[config.mk]
export PLATFORM = sky130hd
export DESIGN_NAME = alu_pipe_top
export DESIGN_NICKNAME = d
export VERILOG_FILES = /design/src/hdl/alu_pipe_pkg.sv /design/src/hdl/alu_pipe_top.sv /design/src/hdl/decode_stage.sv /design/src/hdl/execute_stage.sv /design/src/hdl/hazard_control.sv /design/src/hdl/reg_file.sv /design/src/hdl/retire_stage.sv
export SDC_FILE = /design/constraint.sdc
export NUM_CORES = 2
export LEC_CHECK = 0
export BUFFER_PORTS_ARGS = -buffer_cell sky130_fd_sc_hd__buf_2
export CAP_MARGIN = 20
export CELL_PAD_IN_SITES_DETAIL_PLACEMENT = 1
export CELL_PAD_IN_SITES_GLOBAL_PLACEMENT = 2
export CORE_MARGIN = 2
export CORE_UTILIZATION = 43
export CTS_BUF_LIST = sky130_fd_sc_hd__clkbuf_16
export CTS_CLUSTER_DIAMETER = 40
export DETAILED_ROUTE_END_ITERATION = 6
export GPL_TIMING_DRIVEN = 0
export PLACE_DENSITY_LB_ADDON = 0.1
export SYNTH_ARGS = -nofsm -noshare
export SYNTH_HDL_FRONTEND = slang
export SYNTH_SLANG_ARGS = --single-unit
[constraint.sdc]
create_clock -name clk -period 5.29 [get_ports clk]
set_input_delay 0.529 -clock clk [delete_from_list [all_inputs] [get_ports clk]]
set_output_delay 0.529 -clock clk [all_outputs]
set_load 0.005 [all_outputs]
[src/hdl/alu_pipe_pkg.sv]
`default_nettype none

package alu_pipe_pkg;

    // register file geometry
    parameter int REG_ADDR_W = 5;
    parameter int NUM_REGS = 32;

    // immediate field, sign-extended to the datapath width
    parameter int IMM_W = 16;

    // instruction opcodes
    typedef enum logic [2:0] {
        OP_NOP  = 3'd0,
        OP_ADD  = 3'd1,
        OP_SUB  = 3'd2,
        OP_AND  = 3'd3,
        OP_OR   = 3'd4,
        OP_XOR  = 3'd5,
        OP_ADDI = 3'd6,
        OP_BEQ  = 3'd7
    } opcode_e;

    // operand source in execute
    typedef enum logic [1:0] {
        FWD_NONE = 2'd0,
        FWD_MEM  = 2'd1,
        FWD_WB   = 2'd2
    } fwd_sel_e;

    // 34-bit instruction word as it arrives on in_instr
    typedef struct packed {
        opcode_e                 opcode;
        logic [REG_ADDR_W-1:0]   rd;
        logic [REG_ADDR_W-1:0]   rs1;
        logic [REG_ADDR_W-1:0]   rs2;
        logic [IMM_W-1:0]        imm;
    } instr_t;

    // payload of the memory-position and writeback stages
    typedef struct packed {
        logic                    valid;
        logic                    wr;
        logic [REG_ADDR_W-1:0]   rd;
        logic [31:0]             result;
    } stage_t;

    // retire report
    typedef struct packed {
        logic [REG_ADDR_W-1:0]   rd;
        logic [31:0]             value;
    } retire_t;

endpackage

`default_nettype wire

[src/hdl/alu_pipe_top.sv]
`timescale 1ns/100ps
`default_nettype none

module alu_pipe_top #(
    parameter int XLEN = 32
) (
    input  wire                                   clk,
    input  wire                                   rst_n,
    input  wire                                   in_valid,
    input  wire  alu_pipe_pkg::instr_t            in_instr,
    output logic                                  retire_valid,
    output alu_pipe_pkg::retire_t                 retire
);

    // D stage
    logic                                  d_valid;
    alu_pipe_pkg::instr_t                  d_instr;
    logic [alu_pipe_pkg::REG_ADDR_W-1:0]   rf_addr1;
    logic [alu_pipe_pkg::REG_ADDR_W-1:0]   rf_addr2;
    logic [XLEN-1:0]                       rf_data1;
    logic [XLEN-1:0]                       rf_data2;
    // hazard paths
    logic [alu_pipe_pkg::REG_ADDR_W-1:0]   e_rs1;
    logic [alu_pipe_pkg::REG_ADDR_W-1:0]   e_rs2;
    alu_pipe_pkg::fwd_sel_e                fwd1;
    alu_pipe_pkg::fwd_sel_e                fwd2;
    logic                                  branch_taken;
    logic                                  flush_d;
    logic                                  flush_e;
    // M and W
    alu_pipe_pkg::stage_t                  m_stage;
    alu_pipe_pkg::stage_t                  w_stage;
    // register-file write
    logic                                  wr_en;
    logic [alu_pipe_pkg::REG_ADDR_W-1:0]   wr_addr;
    logic [XLEN-1:0]                       wr_data;

    reg_file #(.XLEN(XLEN)) i_reg_file (
        .clk, .rst_n,
        .rd_addr1(rf_addr1), .rd_addr2(rf_addr2),
        .rd_data1(rf_data1), .rd_data2(rf_data2),
        .wr_en, .wr_addr, .wr_data
    );

    decode_stage #(.XLEN(XLEN)) i_decode (
        .clk, .rst_n, .in_valid, .in_instr, .flush_d,
        .d_valid, .d_instr, .rf_addr1, .rf_addr2
    );

    hazard_control i_hazard (
        .e_rs1, .e_rs2,
        .m_rd(m_stage.rd), .m_wr(m_stage.wr),
        .w_rd(w_stage.rd), .w_wr(w_stage.wr),
        .branch_taken, .fwd1, .fwd2, .flush_d, .flush_e
    );

    // W result reaches execute as the register-file write data
    execute_stage #(.XLEN(XLEN)) i_execute (
        .clk, .rst_n, .d_valid, .d_instr, .rf_data1, .rf_data2,
        .flush_e, .fwd1, .fwd2, .w_result(wr_data),
        .e_rs1, .e_rs2, .branch_taken, .m_stage
    );

    retire_stage #(.XLEN(XLEN)) i_retire (
        .clk, .rst_n, .m_stage, .w_stage,
        .wr_en, .wr_addr, .wr_data, .retire_valid, .retire
    );

endmodule

`default_nettype wire

[src/hdl/decode_stage.sv]
`timescale 1ns/100ps
`default_nettype none

module decode_stage #(
    parameter int XLEN = 32
) (
    input  wire                                   clk,
    input  wire                                   rst_n,
    // incoming instruction strobe
    input  wire                                   in_valid,
    input  wire  alu_pipe_pkg::instr_t            in_instr,
    // taken branch in execute
    input  wire                                   flush_d,
    // D stage
    output logic                                  d_valid,
    output alu_pipe_pkg::instr_t                  d_instr,
    // source register addresses to the register file
    output logic [alu_pipe_pkg::REG_ADDR_W-1:0]   rf_addr1,
    output logic [alu_pipe_pkg::REG_ADDR_W-1:0]   rf_addr2
);

    // immediate must fit in the datapath for sign extension
    if (XLEN < alu_pipe_pkg::IMM_W) begin : g_width_check
        $error("decode_stage: XLEN narrower than the immediate field");
    end

    // valid bit
    // squashed when a branch resolves taken in E
    always_ff @(posedge clk) begin
        if (!rst_n) begin
            d_valid <= 1'b0;
        end else begin
            d_valid <= in_valid && !flush_d;
        end
    end

    // instruction word, held across input gaps
    always_ff @(posedge clk) begin
        if (in_valid) begin
            d_instr <= in_instr;
        end
    end

    // register read happens in D
    // distance-3 producer is in W and writes through this cycle
    assign rf_addr1 = d_instr.rs1;
    assign rf_addr2 = d_instr.rs2;

endmodule

`default_nettype wire

[src/hdl/execute_stage.sv]
`timescale 1ns/100ps
`default_nettype none

module execute_stage #(
    parameter int XLEN = 32
) (
    input  wire                                   clk,
    input  wire                                   rst_n,
    // D stage and its register-file operands
    input  wire                                   d_valid,
    input  wire  alu_pipe_pkg::instr_t            d_instr,
    input  wire  [XLEN-1:0]                       rf_data1,
    input  wire  [XLEN-1:0]                       rf_data2,
    // hazard control
    input  wire                                   flush_e,
    input  wire  alu_pipe_pkg::fwd_sel_e          fwd1,
    input  wire  alu_pipe_pkg::fwd_sel_e          fwd2,
    // W result for forwarding
    input  wire  [XLEN-1:0]                       w_result,
    // E sources to hazard control
    output logic [alu_pipe_pkg::REG_ADDR_W-1:0]   e_rs1,
    output logic [alu_pipe_pkg::REG_ADDR_W-1:0]   e_rs2,
    output logic                                  branch_taken,
    // memory-position stage
    output alu_pipe_pkg::stage_t                  m_stage
);

    logic                   e_valid;
    alu_pipe_pkg::instr_t   e_instr;
    logic [XLEN-1:0]        e_data1;
    logic [XLEN-1:0]        e_data2;
    logic [XLEN-1:0]        op1;
    logic [XLEN-1:0]        op2;
    logic [XLEN-1:0]        imm_ext;
    logic [XLEN-1:0]        alu_result;
    logic                   is_alu;
    alu_pipe_pkg::stage_t   m_next;

    // E valid bit, squashed by a taken branch
    always_ff @(posedge clk) begin
        if (!rst_n) begin
            e_valid <= 1'b0;
        end else begin
            e_valid <= d_valid && !flush_e;
        end
    end

    // E payload
    always_ff @(posedge clk) begin
        e_instr <= d_instr;
        e_data1 <= rf_data1;
        e_data2 <= rf_data2;
    end

    assign e_rs1 = e_instr.rs1;
    assign e_rs2 = e_instr.rs2;

    // forwarding muxes
    // M holds the distance-1 producer, W the distance-2 one
    always_comb begin
        case (fwd1)
            alu_pipe_pkg::FWD_MEM: op1 = m_stage.result;
            alu_pipe_pkg::FWD_WB:  op1 = w_result;
            default:               op1 = e_data1;
        endcase
        case (fwd2)
            alu_pipe_pkg::FWD_MEM: op2 = m_stage.result;
            alu_pipe_pkg::FWD_WB:  op2 = w_result;
            default:               op2 = e_data2;
        endcase
    end

    assign imm_ext = XLEN'($signed(e_instr.imm));

    // alu
    always_comb begin
        case (e_instr.opcode)
            alu_pipe_pkg::OP_ADD:  alu_result = op1 + op2;
            alu_pipe_pkg::OP_SUB:  alu_result = op1 - op2;
            alu_pipe_pkg::OP_AND:  alu_result = op1 & op2;
            alu_pipe_pkg::OP_OR:   alu_result = op1 | op2;
            alu_pipe_pkg::OP_XOR:  alu_result = op1 ^ op2;
            alu_pipe_pkg::OP_ADDI: alu_result = op1 + imm_ext;
            default:               alu_result = '0;
        endcase
    end

    // nop and beq produce nothing to write
    assign is_alu = !(e_instr.opcode inside {alu_pipe_pkg::OP_NOP, alu_pipe_pkg::OP_BEQ});

    // compare on forwarded operands
    assign branch_taken = e_valid && e_instr.opcode == alu_pipe_pkg::OP_BEQ && op1 == op2;

    always_comb begin
        m_next.valid  = e_valid;
        m_next.wr     = e_valid && is_alu && e_instr.rd != '0;
        m_next.rd     = e_instr.rd;
        m_next.result = alu_result;
    end

    // M register, only the control bits are reset
    always_ff @(posedge clk) begin
        if (!rst_n) begin
            m_stage.valid <= 1'b0;
            m_stage.wr    <= 1'b0;
        end else begin
            m_stage <= m_next;
        end
    end

endmodule

`default_nettype wire

[src/hdl/hazard_control.sv]
`timescale 1ns/100ps
`default_nettype none

module hazard_control (
    // sources of the instruction in E
    input  wire  [alu_pipe_pkg::REG_ADDR_W-1:0]   e_rs1,
    input  wire  [alu_pipe_pkg::REG_ADDR_W-1:0]   e_rs2,
    // pending writes in M and W
    input  wire  [alu_pipe_pkg::REG_ADDR_W-1:0]   m_rd,
    input  wire                                   m_wr,
    input  wire  [alu_pipe_pkg::REG_ADDR_W-1:0]   w_rd,
    input  wire                                   w_wr,
    // branch compare from execute
    input  wire                                   branch_taken,
    // operand selects for execute
    output alu_pipe_pkg::fwd_sel_e                fwd1,
    output alu_pipe_pkg::fwd_sel_e                fwd2,
    // squash of the two younger stages
    output logic                                  flush_d,
    output logic                                  flush_e
);

    // M is younger than W so it wins on a shared rd
    // r0 reads are zero, never forwarded
    function automatic alu_pipe_pkg::fwd_sel_e pick_src(
        input logic [alu_pipe_pkg::REG_ADDR_W-1:0] rs,
        input logic                                mem_wr,
        input logic [alu_pipe_pkg::REG_ADDR_W-1:0] mem_rd,
        input logic                                wb_wr,
        input logic [alu_pipe_pkg::REG_ADDR_W-1:0] wb_rd
    );
        if (rs == '0)
            return alu_pipe_pkg::FWD_NONE;
        else if (mem_wr && mem_rd == rs)
            return alu_pipe_pkg::FWD_MEM;
        else if (wb_wr && wb_rd == rs)
            return alu_pipe_pkg::FWD_WB;
        else
            return alu_pipe_pkg::FWD_NONE;
    endfunction

    assign fwd1 = pick_src(e_rs1, m_wr, m_rd, w_wr, w_rd);
    assign fwd2 = pick_src(e_rs2, m_wr, m_rd, w_wr, w_rd);

    // branch resolves in E
    // D content and the next accepted word are both wrong-path
    assign flush_d = branch_taken;
    assign flush_e = branch_taken;

endmodule

`default_nettype wire

[src/hdl/reg_file.sv]
`timescale 1ns/100ps
`default_nettype none

module reg_file #(
    parameter int XLEN = 32
) (
    input  wire                                   clk,
    input  wire                                   rst_n,
    input  wire  [alu_pipe_pkg::REG_ADDR_W-1:0]   rd_addr1,
    input  wire  [alu_pipe_pkg::REG_ADDR_W-1:0]   rd_addr2,
    output logic [XLEN-1:0]                       rd_data1,
    output logic [XLEN-1:0]                       rd_data2,
    input  wire                                   wr_en,
    input  wire  [alu_pipe_pkg::REG_ADDR_W-1:0]   wr_addr,
    input  wire  [XLEN-1:0]                       wr_data
);

    logic [XLEN-1:0] regs [alu_pipe_pkg::NUM_REGS];

    always_ff @(posedge clk) begin
        if (!rst_n) begin
            for (int i = 0; i < alu_pipe_pkg::NUM_REGS; i++) begin
                regs[i] <= '0;
            end
        end else if (wr_en && wr_addr != '0) begin
            // r0 never stored
            regs[wr_addr] <= wr_data;
        end
    end

    // r0 reads zero
    // a same-cycle write wins over the array
    assign rd_data1 = (rd_addr1 == '0) ? '0 :
                      (wr_en && wr_addr == rd_addr1) ? wr_data : regs[rd_addr1];
    assign rd_data2 = (rd_addr2 == '0) ? '0 :
                      (wr_en && wr_addr == rd_addr2) ? wr_data : regs[rd_addr2];

endmodule

`default_nettype wire

[src/hdl/retire_stage.sv]
`timescale 1ns/100ps
`default_nettype none

module retire_stage #(
    parameter int XLEN = 32
) (
    input  wire                                   clk,
    input  wire                                   rst_n,
    input  wire  alu_pipe_pkg::stage_t            m_stage,
    // W stage, also read back for forwarding
    output alu_pipe_pkg::stage_t                  w_stage,
    // register-file write port
    output logic                                  wr_en,
    output logic [alu_pipe_pkg::REG_ADDR_W-1:0]   wr_addr,
    output logic [XLEN-1:0]                       wr_data,
    // retire report
    output logic                                  retire_valid,
    output alu_pipe_pkg::retire_t                 retire
);

    // W register
    always_ff @(posedge clk) begin
        if (!rst_n) begin
            w_stage.valid <= 1'b0;
            w_stage.wr    <= 1'b0;
        end else begin
            w_stage <= m_stage;
        end
    end

    // write lands on the edge that leaves W
    assign wr_en   = w_stage.wr;
    assign wr_addr = w_stage.rd;
    assign wr_data = w_stage.result;

    // only register writers with rd != 0 retire
    assign retire_valid = w_stage.valid && w_stage.wr;
    assign retire.rd    = w_stage.rd;
    assign retire.value = w_stage.result;

endmodule

`default_nettype wire

## Yosys cells after proc, flatten, opt, wreduce, memory -nomap -nowiden

Memory sizes are Yosys's and may differ from the RTL's. A register that Yosys moved wholly into a read port is not among the register bits.
Cells that the tools add are included.

- RAM bits: 1024
- Register bits: 212
- Output and inout port bits: 38
- Memories: 1

Memory list:

| memory | words | bits a word | rd ports | clocked after memory_dff | write ports | line | RTL |
|---|---|---|---|---|---|---|---|
| i_reg_file.regs | 32 | 32 | 2 | 2 | 32 | reg_file.sv:18 | `logic [XLEN-1:0] regs [alu_pipe_pkg::NUM_REGS];` |

- Multiplexer cells: 20
- Reduce and logical (&&, ||, !) cells: 25
- Bitwise gates (word level): 3
- Eq/ne operators: 18
- Add/subtract/negate cells: 3

Operators by type and width:

| operator | number |
|---|---|
| $pmux W32 S6 | 1 |
| $pmux W32 S2 | 2 |
| $mux W32 | 3 |
| $add A32 B32 Y32 | 2 |
| $and A32 B32 Y32 | 1 |
| $eq A32 B32 Y1 | 1 |
| $or A32 B32 Y32 | 1 |
| $reduce_or A32 Y1 | 1 |
| $sub A32 B32 Y32 | 1 |
| $xor A32 B32 Y32 | 1 |
| $eq A5 B5 Y1 | 6 |
| $logic_not A5 Y1 | 4 |
| $mux W5 | 3 |
| $logic_and A1 B1 Y1 | 14 |
| $eq A3 B3 Y1 const B | 4 |
| $mux W2 | 6 |
| $reduce_bool A5 Y1 | 2 |
| $eq A3 B2 Y1 const B | 2 |
| $mux W1 | 5 |
| $eq A2 B1 Y1 const B | 2 |
| $eq A2 B2 Y1 const B | 2 |
| $eq A3 B1 Y1 const B | 1 |
| $logic_not A3 Y1 | 1 |
| $logic_not A1 Y1 | 2 |
| $reduce_bool A2 Y1 | 1 |

## Longest topological paths before layout

- Word-level depth: 11
- Mapped depth: 24
- Gate-level depth less buffers: 22

## By module

Synthesis repeated with hierarchy kept, for this count alone.

- Cell total of the unflattened synthesis: 5179
- Area, all modules: 68012.7 µm²

By module, submodules not included:

| module | area an instance (µm²) | instances | sequential area each (µm²) | cells an instance |
|---|---|---|---|---|
| reg_file | 54698.7 | 1 | 30749.5 | 3744 |
| execute_stage | 10164.7 | 1 | 3133.0 | 1234 |
| retire_stage | 1732.9 | 1 | 1151.1 | 117 |
| decode_stage | 1124.8 | 1 | 1041.0 | 46 |
| hazard_control | 291.5 | 1 | 0.0 | 38 |

## Worst setup path before layout

No wires, ideal clock.

- Kind: reg-to-reg
- From: register i_retire.wr_addr[4] (netlist name)
- To: register i_execute.m_stage[26] (netlist name)
- Data required time: 5.020 ns
- Arrival: 4.777 ns
- Stages on the path, launching flop included: 23
- Period minus slack after synthesis: 5.047 ns
- Path slack: 0.243 ns
- Setup time: 0.270 ns
- Path through: edfxtp_1 > clkbuf_1 > xor2_1 > nor3_1 > nand3_1 > or3_1 > ha_1 > clkbuf_1 > buf_1 > a21oi_1 > o21ai_0 > ha_1 > inv_1 > fa_1 > nor2b_1 > o211ai_1 > a31oi_2 > o22ai_1 > o31a_1 > o31ai_2 > a21boi_1 > xor2_1 > o221ai_2

- Longest elaborated chain between the ends: 9

Ends and longest elaborated chain:

| what | line | RTL |
|---|---|---|
| $eq A5 B5 Y1 | hazard_control.sv:36 | `else if (wb_wr && wb_rd == rs)` |
| $logic_and A1 B1 Y1 | hazard_control.sv:36 |  |
| $mux W2 | hazard_control.sv:36 |  |
| $mux W2 | hazard_control.sv:34 | `else if (mem_wr && mem_rd == rs)` |
| $mux W2 | hazard_control.sv:32 | `if (rs == '0)` |
| $eq A2 B2 Y1 (tied with other cells) | execute_stage.sv:61 | `case (fwd1)` |
| $pmux W32 S2 (on tied branches) | execute_stage.sv:61, execute_stage.sv:66 |  |
| $add A32 B32 Y32 (tied with other cells) | execute_stage.sv:83 | `alu_pipe_pkg::OP_ADDI: alu_result = op1 + imm_ext;` |
| $pmux W32 S6 * | execute_stage.sv:77 | `case (e_instr.opcode)` |
| via i_execute.alu_result[26] | execute_stage.sv:35 | `logic [XLEN-1:0] alu_result;` |

Mark *: on every way through the listed nets, which the timed path passes. The rest lies on a longest branch.
A chain may end at the register's enable or synchronous reset.

## Worst setup path after layout

- From: register i_retire.wr_addr[4] (netlist name)
- To: register i_execute.m_stage[30] (netlist name)

- Longest elaborated chain between the ends: 9

Ends and longest elaborated chain:

| what | line |
|---|---|
| $eq A5 B5 Y1 | hazard_control.sv:36 |
| $logic_and A1 B1 Y1 | hazard_control.sv:36 |
| $mux W2 | hazard_control.sv:36 |
| $mux W2 | hazard_control.sv:34 |
| $mux W2 | hazard_control.sv:32 |
| $eq A2 B2 Y1 (tied with other cells) | execute_stage.sv:61 |
| $pmux W32 S2 (on tied branches) | execute_stage.sv:61, execute_stage.sv:66 |
| $add A32 B32 Y32 (tied with other cells) | execute_stage.sv:83 |
| $pmux W32 S6 * | execute_stage.sv:77 |
| via i_execute.alu_result[30] | execute_stage.sv:35 |

Marked as above.

==> impl_metrics.json <==
{
  "setup_viol": 0,
  "end_kind": "flip-flop",
  "synth_top_area_cell": "edfxtp_1",
  "synthXorXnorAreaFrac_pct": 1.04,
  "rows": 145,
  "htree_levels": 4,
  "muxShareOfSynthArea_pct": 22.4,
  "slew_headroom_pct": 21.8,
  "cts_buffers": 203,
  "ys_ff_latch": 1246,
  "async_reset_ff_share_pct": 0,
  "synth_fa_ha_area_share_pct": 2.45,
  "p_per_area_nw_per_um2": 396,
  "syn_to_final_growth_pct": 19.0,
  "run_status": "completed",
  "max_freq_ghz": 0.189,
  "yosys.area_share.simple_pct": 12.0,
  "cp-start-kind": "flip-flop",
  "grt_setup_unrepaired": "true",
  "synth_cell_types": 76,
  "nFillCells": 15200,
  "track_usage_pct": 30.8,
  "overflow": 0,
  "min_period_ps": 5280,
  "synth-edff-count": 1132,
  "final_area_sq_um": 80800,
  "core_sq_um": 157000,
  "wl_per_cell_microns": 33.5,
  "grt_pass1_wl_microns": 349000,
  "ant_nets": 0,
  "gp_congestion": 0.882,
  "ir_drop_mv": 0.326,
  "fin_util_pct": 51.6,
  "drive_gt1_share_pct": 27.0,
  "p_leak_nw": 29.5,
  "synth_compound_area_share_pct": 5.09,
  "critical_path_required_ps": 5840,
  "clkLatencyLatePin_ps": 840,
  "synthFlopType": "edfxtp_1",
  "grt_pass1_vias": 46800,
  "io_buffers": 74,
  "fin_setup_tns_ps": 0,
  "start_util_pct": 43.4,
  "cts_sinks": 1246,
  "fin_cells": 7426,
  "dpl-instance-area_sq_um": 72200,
  "synth_commonest_cells": "1132 x edfxtp_1, 1001 x and2_1, 640 x mux4_2, 361 x clkbuf_1, 208 x nor2_1",
  "max_slew.worst_pin.slew_ps": 1170,
  "critPathArrivalTime_ps": 5830,
  "synthTopCellsByArea": "edfxtp_1 50%, mux4_2 21%, and2_1 9.2%",
  "antenna_found_initial": 10,
  "drt-vias-per-instance": 6.10,
  "worst-setup-path-type": "flip-flop to flip-flop",
  "postSynthAreaPerCell_sq_um": 14.4,
  "netlist_area_sq_um": 67900,
  "fin_nets": 5356,
  "die_h_microns": 401,
  "remaining_drc_errors": 0,
  "dp.cells": 6939,
  "grt_start_max_net_pins": 40,
  "maxSlewViolCount": 0,
  "syn_inst": 4727,
  "hold_viol_final": 0,
  "skew_ps": 41.6,
  "worst-path-max-fanout": 4,
  "vias": 45300,
  "fin_crit_sh_pct": 99.9,
  "cts_tree": "built",
  "cts_buffer_depth": 3,
  "worstHoldPathType": "input pin to flip-flop",
  "dieArea_sq_um": 161000,
  "die-width_microns": 401,
  "synth-warning-count": 0,
  "synth_top_area_share_pct": 50.1,
  "yosysMostFrequentCell": "edfxtp_1",
  "seq_area_frac_synth_pct": 53.4,
  "dr.pass1.iters": 6,
  "place_hpwl_microns": 192000,
  "drtIter0Drc": 5427,
  "wl_microns": 249000,
  "max_cap_violations": 0,
  "io_pins": 75,
  "finalPower_mw": 32.0,
  "cts_root_buf": "clkbuf_16",
  "synth_top_family_by_area": "multiplexers",
  "path_clk_slew_ps": 50
}
-- routing by layer --
| layer | GRT usage, % | share of wire, % |
|---|---|---|
| met5 | 0 | 0.0028 |
| met4 | 10.9 | 3.7 |
| met3 | 5.52 | 8.3 |
| met2 | 50.5 | 48 |
| met1 | 41.2 | 40 |
-- sequential cells by signal, summed over array words and instances (netlist names), named ones only --
signal,cells
i_execute.e_rs2,5
i_execute.e_valid,1
i_execute.m_stage,39
i_decode.rf_addr1,5
i_execute.e_rs1,5
i_reg_file.regs,1024
i_retire.wr_en,1
i_decode.d_instr,24
i_execute.e_data1,32
i_retire.wr_data,32
i_execute.e_data2,32
i_retire.w_stage,1
i_retire.wr_addr,5
i_decode.d_valid,1
i_execute.e_instr,24
i_decode.rf_addr2,5
-- path summary, 6_finish.rpt --
| path | start | end | slack (ps) | cells past startpoint |
|---|---|---|---|---|
| min | rst_n | i_execute.m_stage[33]$_DFFE_PP_ | 210 | 1 |
| max reg2reg | i_retire.wr_addr[4]$_DFFE_PP_ | i_execute.m_stage[30]$_DFFE_PP_ | 7 | 25 |
| max | i_retire.wr_addr[4]$_DFFE_PP_ | i_execute.m_stage[30]$_DFFE_PP_ | 7 | 25 |
| min reg2reg | i_decode.d_instr[6]$_DFFE_PP_ | i_execute.e_instr[6]$_DFF_P_ | 340 | 0 |
-- cell type report --
class	count	area [sq um]	area share [%]
Antenna cell	4	10.0	0.0124
Buffer	471	2160	2.68
Sequential cell	1246	36300	44.9
Inverter	108	408	0.505
Tap cell	2058	2570	3.19
Clock inverter	178	1620	2.01
Timing Repair Buffer	236	2340	2.89
Multi-Input combinational cell	2921	30300	37.5
Clock buffer	204	5100	6.32
-- where the power goes --
| part | switching (mW) | internal [mW] | total (mW) |
|---|---|---|---|
| registers | 0.542 | 11.4 | 11.9 |
| logic | 4.28 | 2.79 | 7.07 |
| clock network | 5.22 | 7.82 | 13.0 |
| total | 10.0 | 22.0 | 32.0 |
-- worst max-delay path: stages, from the launching register on --
cell and delay (ps):
edfxtp_1 470, xor2_1 180, nor3_1 200, nand3_1 110, or3_4 450, inv_4 70
ha_4 230, clkbuf_16 180, a22oi_2 80, nor2_4 140, a21oi_4 60, o21ai_2 120
ha_2 210, inv_2 40, fa_2 420, nor2b_2 150, o211ai_1 110, buf_4 170
a31oi_4 220, o22ai_4 160, o31a_1 310, buf_6 140, o31ai_4 210, a21oi_2 110
mux2i_1 220, nand4_1 180
-- cells in the final DEF (no fill, tap or decap), types with 63 or more instances in the layout --
cell type	n
buf_2	131
inv_1	125
clkbuf_1	328
o21ai_0	90
a211oi_1	69
dfxtp_1	114
nand2_1	103
nor2_1	203
edfxtp_1	1132
buf_4	109
clkbuf_16	207
a21oi_1	73
mux2i_1	68
and2_1	1001
a22oi_1	63
mux4_2	640
ha_1	118
-- through the flow --
step	worst slack [ps]	hold WS [ps]
final	7.06	211
after floorplan	243	323
after detailed placement	-2970	328
after global placement	-5130	327
after global routing	-148	194
after CTS	-55.8	151
-- what timing repair did --
action / in CTS / in global routing
endpoints found under the setup margin: 34 / 24
hold buffers: 34 / 0
gates resized for setup: 155 / 88
setup buffers: 48 / 24
hold endpoints to repair: 42 / 0
pin swaps: 29 / 42
-- kinds of logic (layout without fill, tap and decap cells) --
family | count (synthesis) | after routing
mux | 718 | 718
xor+xnor | 81 | 81
flops | 1246 | 1246
other cells | 1 | 36
compound gates | 531 | 531
buf+inv | 591 | 1197
fa+ha+maj | 132 | 132
simple gates | 1427 | 1427
Note: power is estimated with default switching activity, not from simulation.
